## src/design/fp_noncomp_pkg.sv

```systemverilog
`default_nettype none

package fp_noncomp_pkg;

  // ------------------------------------------------
  // Format
  // ------------------------------------------------
  // Binary32 only
  localparam int unsigned FP_WIDTH = 32;
  localparam int unsigned EXP_BITS = 8;
  localparam int unsigned MAN_BITS = 23;

  // One operand or result word
  typedef logic [FP_WIDTH-1:0] fp_word_t;

  // Positive sign, exponent all ones, only the quiet bit set
  localparam fp_word_t CANON_QNAN = {1'b0, {EXP_BITS{1'b1}}, 1'b1, {(MAN_BITS-1){1'b0}}};

  // ------------------------------------------------
  // Operations
  // ------------------------------------------------
  // Operation group as seen on the input port
  typedef enum logic [1:0] {
    OP_SGNJ     = 2'd0,
    OP_MINMAX   = 2'd1,
    OP_CMP      = 2'd2,
    OP_CLASSIFY = 2'd3
  } fp_op_e;

  // Rounding-mode field, reused to select the sub-operation
  typedef enum logic [2:0] {
    RM_RNE = 3'b000,
    RM_RTZ = 3'b001,
    RM_RDN = 3'b010,
    RM_RUP = 3'b011
  } fp_rm_e;

  // Decoded function code
  typedef enum logic [3:0] {
    FN_SGNJ    = 4'd0,
    FN_SGNJN   = 4'd1,
    FN_SGNJX   = 4'd2,
    FN_MIN     = 4'd3,
    FN_MAX     = 4'd4,
    FN_LE      = 4'd5,
    FN_LT      = 4'd6,
    FN_EQ      = 4'd7,
    FN_CLASS   = 4'd8,
    FN_ILLEGAL = 4'd15
  } fp_func_e;

  // ------------------------------------------------
  // Results
  // ------------------------------------------------
  // Flags NV DZ OF UF NX, high to low
  typedef logic [4:0] fp_status_t;
  localparam int unsigned NV_BIT = 4;

  // One-hot class mask, RISC-V fclass bit order
  typedef enum logic [9:0] {
    NEGINF     = 10'b00_0000_0001,
    NEGNORM    = 10'b00_0000_0010,
    NEGSUBNORM = 10'b00_0000_0100,
    NEGZERO    = 10'b00_0000_1000,
    POSZERO    = 10'b00_0001_0000,
    POSSUBNORM = 10'b00_0010_0000,
    POSNORM    = 10'b00_0100_0000,
    POSINF     = 10'b00_1000_0000,
    SNAN       = 10'b01_0000_0000,
    QNAN       = 10'b10_0000_0000
  } fp_classmask_e;

  // Per-operand classification flags
  typedef struct packed {
    logic is_normal;
    logic is_subnormal;
    logic is_zero;
    logic is_inf;
    logic is_nan;
    logic is_snan;
  } fp_info_t;

  // Stage payloads
  // Input: operand a, operand b, op, rm, op_mod
  localparam int unsigned PIPE_IN_BITS = 2 * FP_WIDTH + $bits(fp_op_e) + $bits(fp_rm_e) + 1;
  // Output: result, status, class mask, is_class
  localparam int unsigned PIPE_OUT_BITS = FP_WIDTH + $bits(fp_status_t)
                                        + $bits(fp_classmask_e) + 1;

endpackage

`default_nettype wire
```

## src/design/fp_noncomp.sv

```systemverilog
`default_nettype none

module fp_noncomp (
  input  logic                          clk_i,
  input  logic                          rst_n_i,
  // Operation
  input  fp_noncomp_pkg::fp_word_t      operands_a_i,
  input  fp_noncomp_pkg::fp_word_t      operands_b_i,
  input  fp_noncomp_pkg::fp_op_e        op_i,
  input  fp_noncomp_pkg::fp_rm_e        rm_i,
  input  logic                          op_mod_i,
  // Input handshake
  input  logic                          in_valid_i,
  output logic                          in_ready_o,
  input  logic                          flush_i,
  // Result
  output fp_noncomp_pkg::fp_word_t      result_o,
  output fp_noncomp_pkg::fp_status_t    status_o,
  output fp_noncomp_pkg::fp_classmask_e class_mask_o,
  output logic                          is_class_o,
  // Output handshake
  output logic                          out_valid_o,
  input  logic                          out_ready_i,
  output logic                          busy_o
);

  import fp_noncomp_pkg::*;

  logic [PIPE_IN_BITS-1:0]  in_data;
  logic [PIPE_IN_BITS-1:0]  stage_data;
  logic                     stage_valid;
  logic                     stage_ready;
  fp_word_t                 stage_a;
  fp_word_t                 stage_b;
  fp_op_e                   stage_op;
  fp_rm_e                   stage_rm;
  logic                     stage_op_mod;
  fp_func_e                 func;
  fp_info_t                 info_a;
  fp_info_t                 info_b;
  logic                     a_smaller;
  logic                     equal;
  fp_word_t                 exec_result;
  fp_status_t               exec_status;
  fp_classmask_e            exec_class_mask;
  logic                     exec_is_class;
  logic [PIPE_OUT_BITS-1:0] exec_data;
  logic [PIPE_OUT_BITS-1:0] out_data;

  // ------------------------------------------------
  // Input stage
  // ------------------------------------------------
  assign in_data = {operands_a_i, operands_b_i, op_i, rm_i, op_mod_i};

  fp_pipe_reg #(
    .DataWidth (PIPE_IN_BITS)
  ) u_input_reg (
    .clk_i   (clk_i),
    .rst_n_i (rst_n_i),
    .flush_i (flush_i),
    .valid_i (in_valid_i),
    .ready_o (in_ready_o),
    .data_i  (in_data),
    .valid_o (stage_valid),
    .ready_i (stage_ready),
    .data_o  (stage_data)
  );

  // Unpack, same order as packed above
  assign stage_a      = stage_data[PIPE_IN_BITS-1 -: FP_WIDTH];
  assign stage_b      = stage_data[PIPE_IN_BITS-FP_WIDTH-1 -: FP_WIDTH];
  assign stage_op     = fp_op_e'(stage_data[5:4]);
  assign stage_rm     = fp_rm_e'(stage_data[3:1]);
  assign stage_op_mod = stage_data[0];

  // ------------------------------------------------
  // Decode and execute, combinational
  // ------------------------------------------------
  fp_op_decode u_decode (
    .op_i        (stage_op),
    .rm_i        (stage_rm),
    .operand_a_i (stage_a),
    .operand_b_i (stage_b),
    .valid_i     (stage_valid),
    .func_o      (func),
    .info_a_o    (info_a),
    .info_b_o    (info_b),
    .a_smaller_o (a_smaller),
    .equal_o     (equal)
  );

  fp_noncomp_exec u_exec (
    .func_i       (func),
    .op_mod_i     (stage_op_mod),
    .operand_a_i  (stage_a),
    .operand_b_i  (stage_b),
    .info_a_i     (info_a),
    .info_b_i     (info_b),
    .a_smaller_i  (a_smaller),
    .equal_i      (equal),
    .result_o     (exec_result),
    .status_o     (exec_status),
    .class_mask_o (exec_class_mask),
    .is_class_o   (exec_is_class)
  );

  // ------------------------------------------------
  // Result stage
  // ------------------------------------------------
  assign exec_data = {exec_result, exec_status, exec_class_mask, exec_is_class};

  // Its ready feeds back into the input stage
  fp_pipe_reg #(
    .DataWidth (PIPE_OUT_BITS)
  ) u_result_reg (
    .clk_i   (clk_i),
    .rst_n_i (rst_n_i),
    .flush_i (flush_i),
    .valid_i (stage_valid),
    .ready_o (stage_ready),
    .data_i  (exec_data),
    .valid_o (out_valid_o),
    .ready_i (out_ready_i),
    .data_o  (out_data)
  );

  assign result_o     = out_data[PIPE_OUT_BITS-1 -: FP_WIDTH];
  assign status_o     = out_data[15:11];
  assign class_mask_o = fp_classmask_e'(out_data[10:1]);
  assign is_class_o   = out_data[0];

  // Anything held in either stage
  assign busy_o = stage_valid | out_valid_o;

endmodule

`default_nettype wire

```

## src/design/fp_noncomp_exec.sv

```systemverilog
`default_nettype none

module fp_noncomp_exec (
  input  fp_noncomp_pkg::fp_func_e      func_i,
  input  logic                          op_mod_i,
  input  fp_noncomp_pkg::fp_word_t      operand_a_i,
  input  fp_noncomp_pkg::fp_word_t      operand_b_i,
  input  fp_noncomp_pkg::fp_info_t      info_a_i,
  input  fp_noncomp_pkg::fp_info_t      info_b_i,
  input  logic                          a_smaller_i,
  input  logic                          equal_i,
  output fp_noncomp_pkg::fp_word_t      result_o,
  output fp_noncomp_pkg::fp_status_t    status_o,
  output fp_noncomp_pkg::fp_classmask_e class_mask_o,
  output logic                          is_class_o
);

  import fp_noncomp_pkg::*;

  logic          sign_a;
  logic          sign_b;
  logic          any_nan;
  logic          any_snan;
  logic          sgnj_sign;
  fp_word_t      sgnj_result;
  fp_word_t      minmax_result;
  logic          cmp_bit;
  logic          cmp_nv;
  fp_classmask_e class_mask;

  assign sign_a   = operand_a_i[FP_WIDTH-1];
  assign sign_b   = operand_b_i[FP_WIDTH-1];
  assign any_nan  = info_a_i.is_nan || info_b_i.is_nan;
  assign any_snan = info_a_i.is_snan || info_b_i.is_snan;

  // ------------------------------------------------
  // Sign injection
  // ------------------------------------------------
  always_comb begin
    case (func_i)
      FN_SGNJN: sgnj_sign = ~sign_b;
      FN_SGNJX: sgnj_sign = sign_a ^ sign_b;
      default:  sgnj_sign = sign_b;
    endcase
  end

  // Magnitude always from operand a
  assign sgnj_result = {sgnj_sign, operand_a_i[FP_WIDTH-2:0]};

  // ------------------------------------------------
  // Min / max
  // ------------------------------------------------
  always_comb begin
    if (info_a_i.is_nan && info_b_i.is_nan) begin
      minmax_result = CANON_QNAN;
    end else if (info_a_i.is_nan) begin
      // NaN loses against any number
      minmax_result = operand_b_i;
    end else if (info_b_i.is_nan) begin
      minmax_result = operand_a_i;
    end else if (func_i == FN_MAX) begin
      minmax_result = a_smaller_i ? operand_b_i : operand_a_i;
    end else begin
      minmax_result = a_smaller_i ? operand_a_i : operand_b_i;
    end
  end

  // ------------------------------------------------
  // Comparisons
  // ------------------------------------------------
  always_comb begin
    cmp_bit = 1'b0;
    cmp_nv  = 1'b0;
    if (any_snan) begin
      // Invalid for every compare, result stays false
      cmp_nv = 1'b1;
    end else begin
      case (func_i)
        FN_LE: begin
          if (any_nan) cmp_nv = 1'b1;
          else         cmp_bit = (a_smaller_i | equal_i) ^ op_mod_i;
        end
        FN_LT: begin
          if (any_nan) cmp_nv = 1'b1;
          else         cmp_bit = (a_smaller_i & ~equal_i) ^ op_mod_i;
        end
        FN_EQ: begin
          // Quiet compare, NaN is never equal
          if (any_nan) cmp_bit = op_mod_i;
          else         cmp_bit = equal_i ^ op_mod_i;
        end
        default: cmp_bit = 1'b0;
      endcase
    end
  end

  // ------------------------------------------------
  // Classification of operand a
  // ------------------------------------------------
  always_comb begin
    if (info_a_i.is_normal)         class_mask = sign_a ? NEGNORM : POSNORM;
    else if (info_a_i.is_subnormal) class_mask = sign_a ? NEGSUBNORM : POSSUBNORM;
    else if (info_a_i.is_zero)      class_mask = sign_a ? NEGZERO : POSZERO;
    else if (info_a_i.is_inf)       class_mask = sign_a ? NEGINF : POSINF;
    else if (info_a_i.is_snan)      class_mask = SNAN;
    else                            class_mask = QNAN;
  end

  // ------------------------------------------------
  // Result select
  // ------------------------------------------------
  always_comb begin
    result_o     = '0;
    status_o     = '0;
    class_mask_o = QNAN;
    is_class_o   = 1'b0;
    case (func_i)
      // No flags from sign injection
      FN_SGNJ, FN_SGNJN, FN_SGNJX: begin
        result_o = sgnj_result;
      end
      FN_MIN, FN_MAX: begin
        result_o         = minmax_result;
        // Quiet NaNs pass silently
        status_o[NV_BIT] = any_snan;
      end
      FN_LE, FN_LT, FN_EQ: begin
        result_o         = {{(FP_WIDTH-1){1'b0}}, cmp_bit};
        status_o[NV_BIT] = cmp_nv;
      end
      FN_CLASS: begin
        // Answer lives on the mask port
        class_mask_o = class_mask;
        is_class_o   = 1'b1;
      end
      default: begin
        result_o         = CANON_QNAN;
        status_o[NV_BIT] = 1'b1;
      end
    endcase
  end

endmodule

`default_nettype wire

```

## src/design/fp_op_decode.sv

```systemverilog
`default_nettype none

module fp_op_decode (
  input  fp_noncomp_pkg::fp_op_e   op_i,
  input  fp_noncomp_pkg::fp_rm_e   rm_i,
  input  fp_noncomp_pkg::fp_word_t operand_a_i,
  input  fp_noncomp_pkg::fp_word_t operand_b_i,
  input  logic                     valid_i,
  output fp_noncomp_pkg::fp_func_e func_o,
  output fp_noncomp_pkg::fp_info_t info_a_o,
  output fp_noncomp_pkg::fp_info_t info_b_o,
  output logic                     a_smaller_o,
  output logic                     equal_o
);

  import fp_noncomp_pkg::*;

  logic sign_a;
  logic sign_b;

  // ------------------------------------------------
  // Function code
  // ------------------------------------------------
  always_comb begin
    func_o = FN_ILLEGAL;
    case (op_i)
      OP_SGNJ: begin
        case (rm_i)
          RM_RNE:  func_o = FN_SGNJ;
          RM_RTZ:  func_o = FN_SGNJN;
          RM_RDN:  func_o = FN_SGNJX;
          default: func_o = FN_ILLEGAL;
        endcase
      end
      OP_MINMAX: begin
        case (rm_i)
          RM_RNE:  func_o = FN_MIN;
          RM_RTZ:  func_o = FN_MAX;
          default: func_o = FN_ILLEGAL;
        endcase
      end
      OP_CMP: begin
        case (rm_i)
          RM_RNE:  func_o = FN_LE;
          RM_RTZ:  func_o = FN_LT;
          RM_RDN:  func_o = FN_EQ;
          default: func_o = FN_ILLEGAL;
        endcase
      end
      // Mode field is don't-care
      OP_CLASSIFY: func_o = FN_CLASS;
      default:     func_o = FN_ILLEGAL;
    endcase
  end

  // ------------------------------------------------
  // Operand classes
  // ------------------------------------------------
  fp_classify u_classify_a (
    .operand_i (operand_a_i),
    .info_o    (info_a_o)
  );

  fp_classify u_classify_b (
    .operand_i (operand_b_i),
    .info_o    (info_b_o)
  );

  // ------------------------------------------------
  // Ordering primitives
  // ------------------------------------------------
  assign sign_a = operand_a_i[FP_WIDTH-1];
  assign sign_b = operand_b_i[FP_WIDTH-1];

  // Sign-magnitude order, unsigned compare flips once a sign is set
  assign a_smaller_o = (operand_a_i < operand_b_i) ^ (sign_a || sign_b);
  // Bitwise equal, or both zeros of any sign
  assign equal_o     = (operand_a_i == operand_b_i) || (info_a_o.is_zero && info_b_o.is_zero);

  // Only legal encodings reach execute
  always_comb begin
    a_legal_func : assert final (valid_i !== 1'b1 || func_o != FN_ILLEGAL)
      else $error("illegal op/rm combination accepted");
  end

endmodule

`default_nettype wire

```

## src/design/fp_classify.sv

```systemverilog
`default_nettype none

module fp_classify (
  input  fp_noncomp_pkg::fp_word_t operand_i,
  output fp_noncomp_pkg::fp_info_t info_o
);

  import fp_noncomp_pkg::*;

  logic [EXP_BITS-1:0] exponent;
  logic [MAN_BITS-1:0] mantissa;
  logic                exp_all_zero;
  logic                exp_all_ones;
  logic                man_zero;

  // Field split, sign is not needed here
  assign exponent = operand_i[FP_WIDTH-2 -: EXP_BITS];
  assign mantissa = operand_i[MAN_BITS-1:0];

  assign exp_all_zero = (exponent == '0);
  assign exp_all_ones = (exponent == '1);
  assign man_zero     = (mantissa == '0);

  // Exponent range picks the class, mantissa splits the edges
  assign info_o.is_normal    = !exp_all_zero && !exp_all_ones;
  assign info_o.is_subnormal = exp_all_zero && !man_zero;
  assign info_o.is_zero      = exp_all_zero && man_zero;
  assign info_o.is_inf       = exp_all_ones && man_zero;
  assign info_o.is_nan       = exp_all_ones && !man_zero;
  // Quiet bit clear means signalling
  assign info_o.is_snan      = info_o.is_nan && !mantissa[MAN_BITS-1];

  // Exactly one class for any known operand
  always_comb begin
    a_one_class : assert final (
      $isunknown(operand_i) ||
      $onehot({info_o.is_normal, info_o.is_subnormal, info_o.is_zero,
               info_o.is_inf, info_o.is_nan})
    ) else $error("operand fell into zero or several classes");
  end

endmodule

`default_nettype wire

```

## src/design/fp_pipe_reg.sv

```systemverilog
`default_nettype none

module fp_pipe_reg #(
  parameter int unsigned DataWidth = 32
) (
  input  logic                 clk_i,
  input  logic                 rst_n_i,
  input  logic                 flush_i,
  // Upstream side
  input  logic                 valid_i,
  output logic                 ready_o,
  input  logic [DataWidth-1:0] data_i,
  // Downstream side
  output logic                 valid_o,
  input  logic                 ready_i,
  output logic [DataWidth-1:0] data_o
);

  logic                 valid_q;
  logic [DataWidth-1:0] data_q;

  // Accept when empty or when the item leaves this cycle
  assign ready_o = ready_i | ~valid_q;

  // ------------------------------------------------
  // Valid bit
  // ------------------------------------------------
  always_ff @(posedge clk_i or negedge rst_n_i) begin
    if (!rst_n_i) begin
      valid_q <= 1'b0;
    end else if (flush_i) begin
      // Drop whatever is held
      valid_q <= 1'b0;
    end else if (ready_o) begin
      valid_q <= valid_i;
    end
  end

  // ------------------------------------------------
  // Payload
  // ------------------------------------------------
  // Load only on a real transfer
  always_ff @(posedge clk_i) begin
    if (valid_i && ready_o) begin
      data_q <= data_i;
    end
  end

  assign valid_o = valid_q;
  assign data_o  = data_q;

  // Stalled item must stay put until downstream takes it
  a_hold_when_stalled : assert property (
    @(posedge clk_i) disable iff (!rst_n_i)
    (valid_o && !ready_i && !flush_i) |=> (valid_o && $stable(data_o))
  ) else $error("pipe stage dropped or changed a stalled item");

endmodule

`default_nettype wire

```

## config.mk

```make
export PLATFORM = sky130hd
export DESIGN_NAME = fp_noncomp
export DESIGN_NICKNAME = d
export VERILOG_FILES = /design/src/design/fp_noncomp_pkg.sv /design/src/design/fp_noncomp.sv /design/src/design/fp_noncomp_exec.sv /design/src/design/fp_op_decode.sv /design/src/design/fp_classify.sv /design/src/design/fp_pipe_reg.sv
export SDC_FILE = /design/constraint.sdc
export NUM_CORES = 1
export LEC_CHECK = 0
export BUFFER_PORTS_ARGS = -buffer_cell sky130_fd_sc_hd__buf_2
export CAP_MARGIN = 30
export CORE_MARGIN = 1
export CORE_UTILIZATION = 35
export DETAILED_ROUTE_END_ITERATION = 7
export PLACE_DENSITY_LB_ADDON = 0.12
export SLEW_MARGIN = 20
export SYNTH_ARGS = -nofsm -noshare
export SYNTH_HDL_FRONTEND = slang
export SYNTH_SLANG_ARGS = --single-unit
```

## constraint.sdc

```tcl
create_clock -name clk_i -period 3.8 [get_ports clk_i]
set_clock_uncertainty 0.1 [all_clocks]
set_input_delay 0.38 -clock clk_i [delete_from_list [all_inputs] [get_ports clk_i]]
set_output_delay 0.38 -clock clk_i [all_outputs]
set_load 0.05 [all_outputs]
```

==> metrics.txt, run 1 <==
PostCTS Resize Cnt=0; number of flops mapped to enable cells by yosys=114; Hold Path Depth=2; Setup Viol. Count Final=0; synthesized instance count=406; TritonRoute pass-1 iters=4; DRC Markers=0; worst-skew pair later-pin latency=410 ps; CTS tree=yes; Avg Cell Area, Syn=13.34 um2; first-pass GRT wire length=20650 um; n_diodes=0; total CTS buffers=17; die area=0.01598 mm2; Root Buffer=clkbuf_16; antenna violations before repair=0; CP Cell Sequence=inv_1 > ha_1 > a21oi_1 > o21ai_0 > a221o_1 > a211o_1 > a2111oi_4 > buf_4 > o211ai_1 > a31o_1 > buf_4 > a22o_1; Top delay family on crit path=compound AO/OA/AOI/OAI gates; CTS sink count=116; min-delay src=flush_i; clk slew on worst S/H paths=50 ps; Arr. time, crit path=3600 ps; Yosys top cell area share=63.20%; CORE AREA=0.01515 mm2; Peak Freq=282.9 MHz; Hold Path Sink=u_input_reg.valid_o; FF-to-FF End=u_result_reg.data_o[21]; crit start category=register; synth warn=0; endpoints failing hold=0; final net count=658; Synth area leaders=edfxtp_1, ha_1, a22o_1; ys async rst share=1.724%; die width=126.4 um; Worst EP required=3860 ps; vias in the first global route=3797; IO Port Bufs=121; Seq cells post-synth=116; Congestion Overflow GR=0; DP Cell Count=718; Layout Area Growth over Synthesis=27.14%; Max Slew Vio Count=0; RR Startpoint=u_input_reg.data_o[13]; Starting DRT DRC Count=234; final hold slack=33.21 ps; commonest non-fill, non-tap cell in the layout=buf_2; Synth area leader=edfxtp_1; most frequent cells in the layout=buf_2, edfxtp_1, inv_1; FP Rows=45; routability cong.=0.8363; Hold Crit Class=in -> reg; die height=126.4 um; Worst VDD drop=0.3094 mV; worst path bufs/invs=3; number of vias per cell=5.120; Ports=126; CP Class=reg -> reg; fin crit share=93.04%; max-cap violations=0; Finished Layout Cells=751; worst relative slew slack=39.92%; unique cell type count in the Yosys netlist=49; Starting Density=35.76%; clock tree buffer depth=2; actual slew at the worst max-slew pin=894.3 ps; WL final=13440 um; DPL Wire Length=9852 um; RSZ-0062 raised after global routing=no; DRT antenna net count=0; min Tclk post-route=3535 ps; critical-path maximum fanout=21; Crit path top cell by count=buf_4; P per Cell Area=508.2 mW/mm2; max incr delay on CP=400 ps; All-Layer GR Usage=17.62%; status=complete, no violations; H-tree Lvls=4; Leak Pwr=0.002805 uW; slowest CP cell=edfxtp_1; Avg WL per Cell=17.90 um; top_reg_cell synth=edfxtp_1; Worst R2R Setup Slack=260 ps; Post-Syn Area=0.005416 mm2; Final TNS setup=0 ps; path depth of the worst reg2reg path=12; part of the Yosys area used for sequential elements=64.13%; layout cell share with drive strength beyond 1=29.48%; Worst setup EP type=register; fillcell total=1398; via count of the routed design=3845; largest net degree at the start of global routing=38
-- repair_timing --
item,CTS,global route
setup endpoints to repair,0,0
hold buffers,1,0
setup buffers,0,0
endpoints found under the hold margin,2,0
-- worst max path at each step --
stage / startpoint / to / slack, ps / depth (start not counted)
3_5_place_dp: u_input_reg.data_o[13] / u_result_reg.data_o[37] / 270 / 12
2_1_floorplan: u_result_reg.valid_o / u_input_reg.data_o[0] / 370 / 3
3_3_place_gp: u_input_reg.data_o[11] / u_result_reg.data_o[23] / 180 / 10
5_1_grt: u_input_reg.data_o[13] / u_result_reg.data_o[21] / 60 / 12
6_report: u_input_reg.data_o[13] / u_result_reg.data_o[21] / 260 / 12
4_1_cts: u_input_reg.data_o[13] / u_result_reg.data_o[23] / 260 / 12
-- power breakdown --
group	switching, uW	internal [uW]
Combinational	254	130
Sequential	55.0	1490
Clock	549	1020
-- flip-flops by register name, summed over array words and instances (netlist names) --
| register | count |
|---|---|
| u_input_reg.valid_o | 1 |
| u_result_reg.valid_o | 1 |
| u_result_reg.data_o | 44 |
| u_input_reg.data_o | 70 |
-- layout make-up --
cell class / count / area (um2) / share of cell area (%)
repair buffers: 135 / 720.7 / 10.47
clock buffers: 20 / 436.7 / 6.341
well taps: 188 / 235.2 / 3.416
flip-flops and latches: 116 / 3473 / 50.44
inverters: 39 / 146.4 / 2.126
clock inverters: 12 / 137.6 / 1.999
multi-input cells: 241 / 1737 / 25.22
-- cell usage after synthesis, types with 2 or more instances --
cell	count
a21oi_1	24
and3_1	3
nor2b_1	2
dfrtp_1	2
ha_1	33
nor4b_1	2
a221o_1	9
nand3_1	7
o21ai_0	5
nor4_1	16
nand2_1	26
a211o_1	3
xnor2_1	4
nand4b_1	2
nor2_1	23
buf_6	2
nor3_1	11
edfxtp_1	114
a2111oi_0	2
o21ai_1	3
a22o_1	21
a21o_1	3
nor3b_1	2
clkbuf_1	6
o211ai_1	3
nand4_1	13
inv_1	39
or2_2	2
buf_4	4
-- stage by stage --
step	cell area, um2	power [uW]	setup WS (ps)	util, %
final	6887	3500	264.6	45.47
after global routing	6887	3633	59.83	45.47
after CTS	6887	3535	261.8	45.47
after detailed placement	6302	1958	265.8	41.61
after global placement	6287	1952	176.1	41.51
after floorplan	5428	1823	373.9	-
-- metal layers --
metal / part of all wire (%) / track usage, % / vias up / routed length [um]
met5: 0 / 0 / - / 0
li1: - / - / 1863 / -
met3: 6.0 / 6.200 / 11 / 811
met4: 1.2 / 5.457 / 0 / 165
met1: 48 / 23.98 / 1850 / 6478
met2: 45 / 26.36 / 121 / 5986
-- kinds of logic after synthesis --
family	count (synthesis)	share of synthesized area, %
buf+inv	52	4.181
compound gates	85	12.10
xor+xnor	5	1.063
fa+ha+maj	33	7.623
other cells	1	0.06923
mux	1	0.1848
flops	116	64.13
simple gates	113	10.65
Power figures use the tool's default switching activity.
==> inputs of run 2 (changes only) <==
Settings changed: MAX_ROUTING_LAYER set to met4.
==> metrics.txt, run 2 (synthesized netlist as in run 1, its figures left out) <==
status=complete, no violations (unchanged); clock tree buffer depth=2 (unchanged); crit start category=register (unchanged); layout cell share with drive strength beyond 1=29.48% (unchanged); Pwr Total=3399 uW (was 3500 uW); Worst VDD drop=0.3223 mV (was 0.3094 mV); worst setup path startpoint=u_input_reg.data_o[13] (unchanged); M1 WL=6597 um (was 6478 um); slowest CP cell=a211oi_4 (was edfxtp_1); worst-skew pair later-pin latency=420 ps (was 410 ps); DRT antenna net count=0 (unchanged); Congestion Overflow GR=0 (unchanged); endpoints failing hold=0 (unchanged); fin crit share=94.03% (was 93.04%); n_diodes=0 (unchanged); Worst setup EP type=register (unchanged); Max Slew Vio Count=0 (unchanged); max reg flops=70 (unchanged); Leak Pwr=0.002813 uW (was 0.002805 uW); Sw Ratio=24.60% (was 24.53%); largest net degree at the start of global routing=35 (was 38); Avg WL per Cell=18.18 um (was 17.90 um); max incr delay on CP=630 ps (was 400 ps); routability cong.=0.8469 (was 0.8363); Peak Freq=279.9 MHz (was 282.9 MHz); die area=0.01598 mm2 (unchanged); RR Startpoint=u_input_reg.data_o[13] (unchanged); Hold Crit Class=in -> reg (unchanged); WL final=13650 um (was 13440 um); die width=126.4 um (unchanged); IO Port Bufs=121 (unchanged); Worst R2R Setup Slack=230 ps (was 260 ps); first-pass GRT wire length=20910 um (was 20650 um); P per Cell Area=495.1 mW/mm2 (was 508.2 mW/mm2); CTS sink count=116 (unchanged); Met2 Wirelength=6062 um (was 5986 um); via count of the routed design=3849 (was 3845); Final TNS setup=0 ps (unchanged); H-tree Lvls=4 (unchanged); Clock Power Share=43.0% (was 44.7%); Arr. time, crit path=3760 ps (was 3600 ps); most frequent cells in the layout=buf_2, edfxtp_1, inv_1 (unchanged); Gate power share=11.4% (was 11.0%); switching pwr=836.3 uW (was 858.4 uW); internal power=2563 uW (was 2642 uW); RSZ-0062 raised after global routing=no (unchanged); clk slew on worst S/H paths=50 ps (about the same); DRC Markers=0 (unchanged); TritonRoute pass-1 iters=4 (unchanged); total CTS buffers=17 (unchanged); min-delay src=flush_i (unchanged); number of vias per cell=5.125 (was 5.120); CORE AREA=0.01515 mm2 (unchanged); metal3 WL=727 um (was 811 um); final net count=661 (was 658); final cell utilization of the core=45.33% (was 45.47%); actual slew at the worst max-slew pin=771.8 ps (was 894.3 ps); commonest non-fill, non-tap cell in the layout=buf_2 (unchanged); final hold slack=24.93 ps (was 33.21 ps); max-cap violations=0 (unchanged); Root Buffer=clkbuf_16 (unchanged); die height=126.4 um (unchanged); CP Cell Sequence=inv_1 > ha_1 > a21oi_1 > o21ai_0 > a221o_1 > a211o_1 > a2111oi_4 > xnor2_1 > a211oi_4 > buf_6 > a22o_1 (was inv_1 > ha_1 > a21oi_1 > o21ai_0 > a221o_1 > a211o_1 > a2111oi_4 > buf_4 > o211ai_1 > a31o_1 > buf_4 > a22o_1); Starting Density=35.76% (unchanged); CTS tree=yes (unchanged); PostCTS Resize Cnt=0 (unchanged); CP Class=reg -> reg (unchanged); Layout Area Growth over Synthesis=26.75% (was 27.14%); critical-path maximum fanout=11 (was 21); vias in the first global route=3836 (was 3797); min Tclk post-route=3573 ps (was 3535 ps); Setup Viol. Count Final=0 (unchanged); DPL Wire Length=10030 um (was 9852 um); All-Layer GR Usage=18.55% (was 17.62%); Ports=126 (unchanged); Worst EP required=3980 ps (was 3860 ps); Max Used Layer=met4 (unchanged); FP Rows=45 (unchanged); sequential share of power=45.6% (was 44.3%); worst relative slew slack=48.44% (was 39.92%); antenna violations before repair=0 (unchanged); Starting DRT DRC Count=238 (was 234)
run 2: cell types whose count changed in the layout (fill, tap and decap cells not counted), sizes merged:
cell / before / now
bufinv: 3 / 2
clkinv: 6 / 7
clkinvlp: 3 / 0
buf: 134 / 137
run 2: power groups by stage:
stage | clock [uW] | sequential [uW] | combinational (uW)
4_1_cts | 1500 | 1550 | 389
2_1_floorplan | 0 | 1650 | 174
3_5_place_dp | 0 | 1570 | 387
3_3_place_gp | 0 | 1570 | 379
6_report | 1460 | 1550 | 387
5_1_grt | 1550 | 1560 | 421
run 2: path summary, 6_finish.rpt:
path | endpoint | cells past startpoint
min in group asynchronous | u_result_reg.valid_o | 2
max | u_result_reg.data_o[25] | 11
min | u_result_reg.valid_o | 2
min reg2reg | u_result_reg.valid_o | 2
max in group asynchronous | u_input_reg.valid_o | 2
max reg2reg | u_result_reg.data_o[25] | 11
run 2: layout make-up:
cell class	instances	area (um2)
fillers	1359	8280
flip-flops and latches	116	3473
multi-input cells	241	1737
repair buffers	138	747.0
clock buffers	20	436.7
well taps	188	235.2
inverters	39	146.4
clock inverters	9	90.09
run 2: routing by layer:
metal / vias to the layer above / GRT usage (%)
li1: 1863 / -
met1: 1840 / 24.90
met2: 123 / 26.39
met3: 23 / 4.892
met4: 0 / 8.079
met5: - / -
run 2: what timing repair did:
item | in CTS | in global routing
endpoints found under the hold margin | 2 | 0
setup buffers | 0 | 0
hold buffers | 1 | 0
run 2: through the flow:
| step | instance area [um2] | cells | setup slack, ps |
|---|---|---|---|
| after detailed placement | 6312 | 719 | 34.60 |
| final | 6865 | 751 | 226.7 |
| after global routing | 6865 | 751 | 34.73 |
| after CTS | 6849 | 749 | 9.387 |
| after floorplan | 5428 | 409 | 373.9 |
| after global placement | 6287 | 717 | 184.0 |
run 2: worst max-delay path, delay by kind of cell (launching register included):
kind                       cells  cell delay, ps
AOI/OAI and AO/OA              7            2020
xor gates and xnor gates       1             270
adders and majority gates      1             310
buffers and inverters          2             310
DFF                            1             400
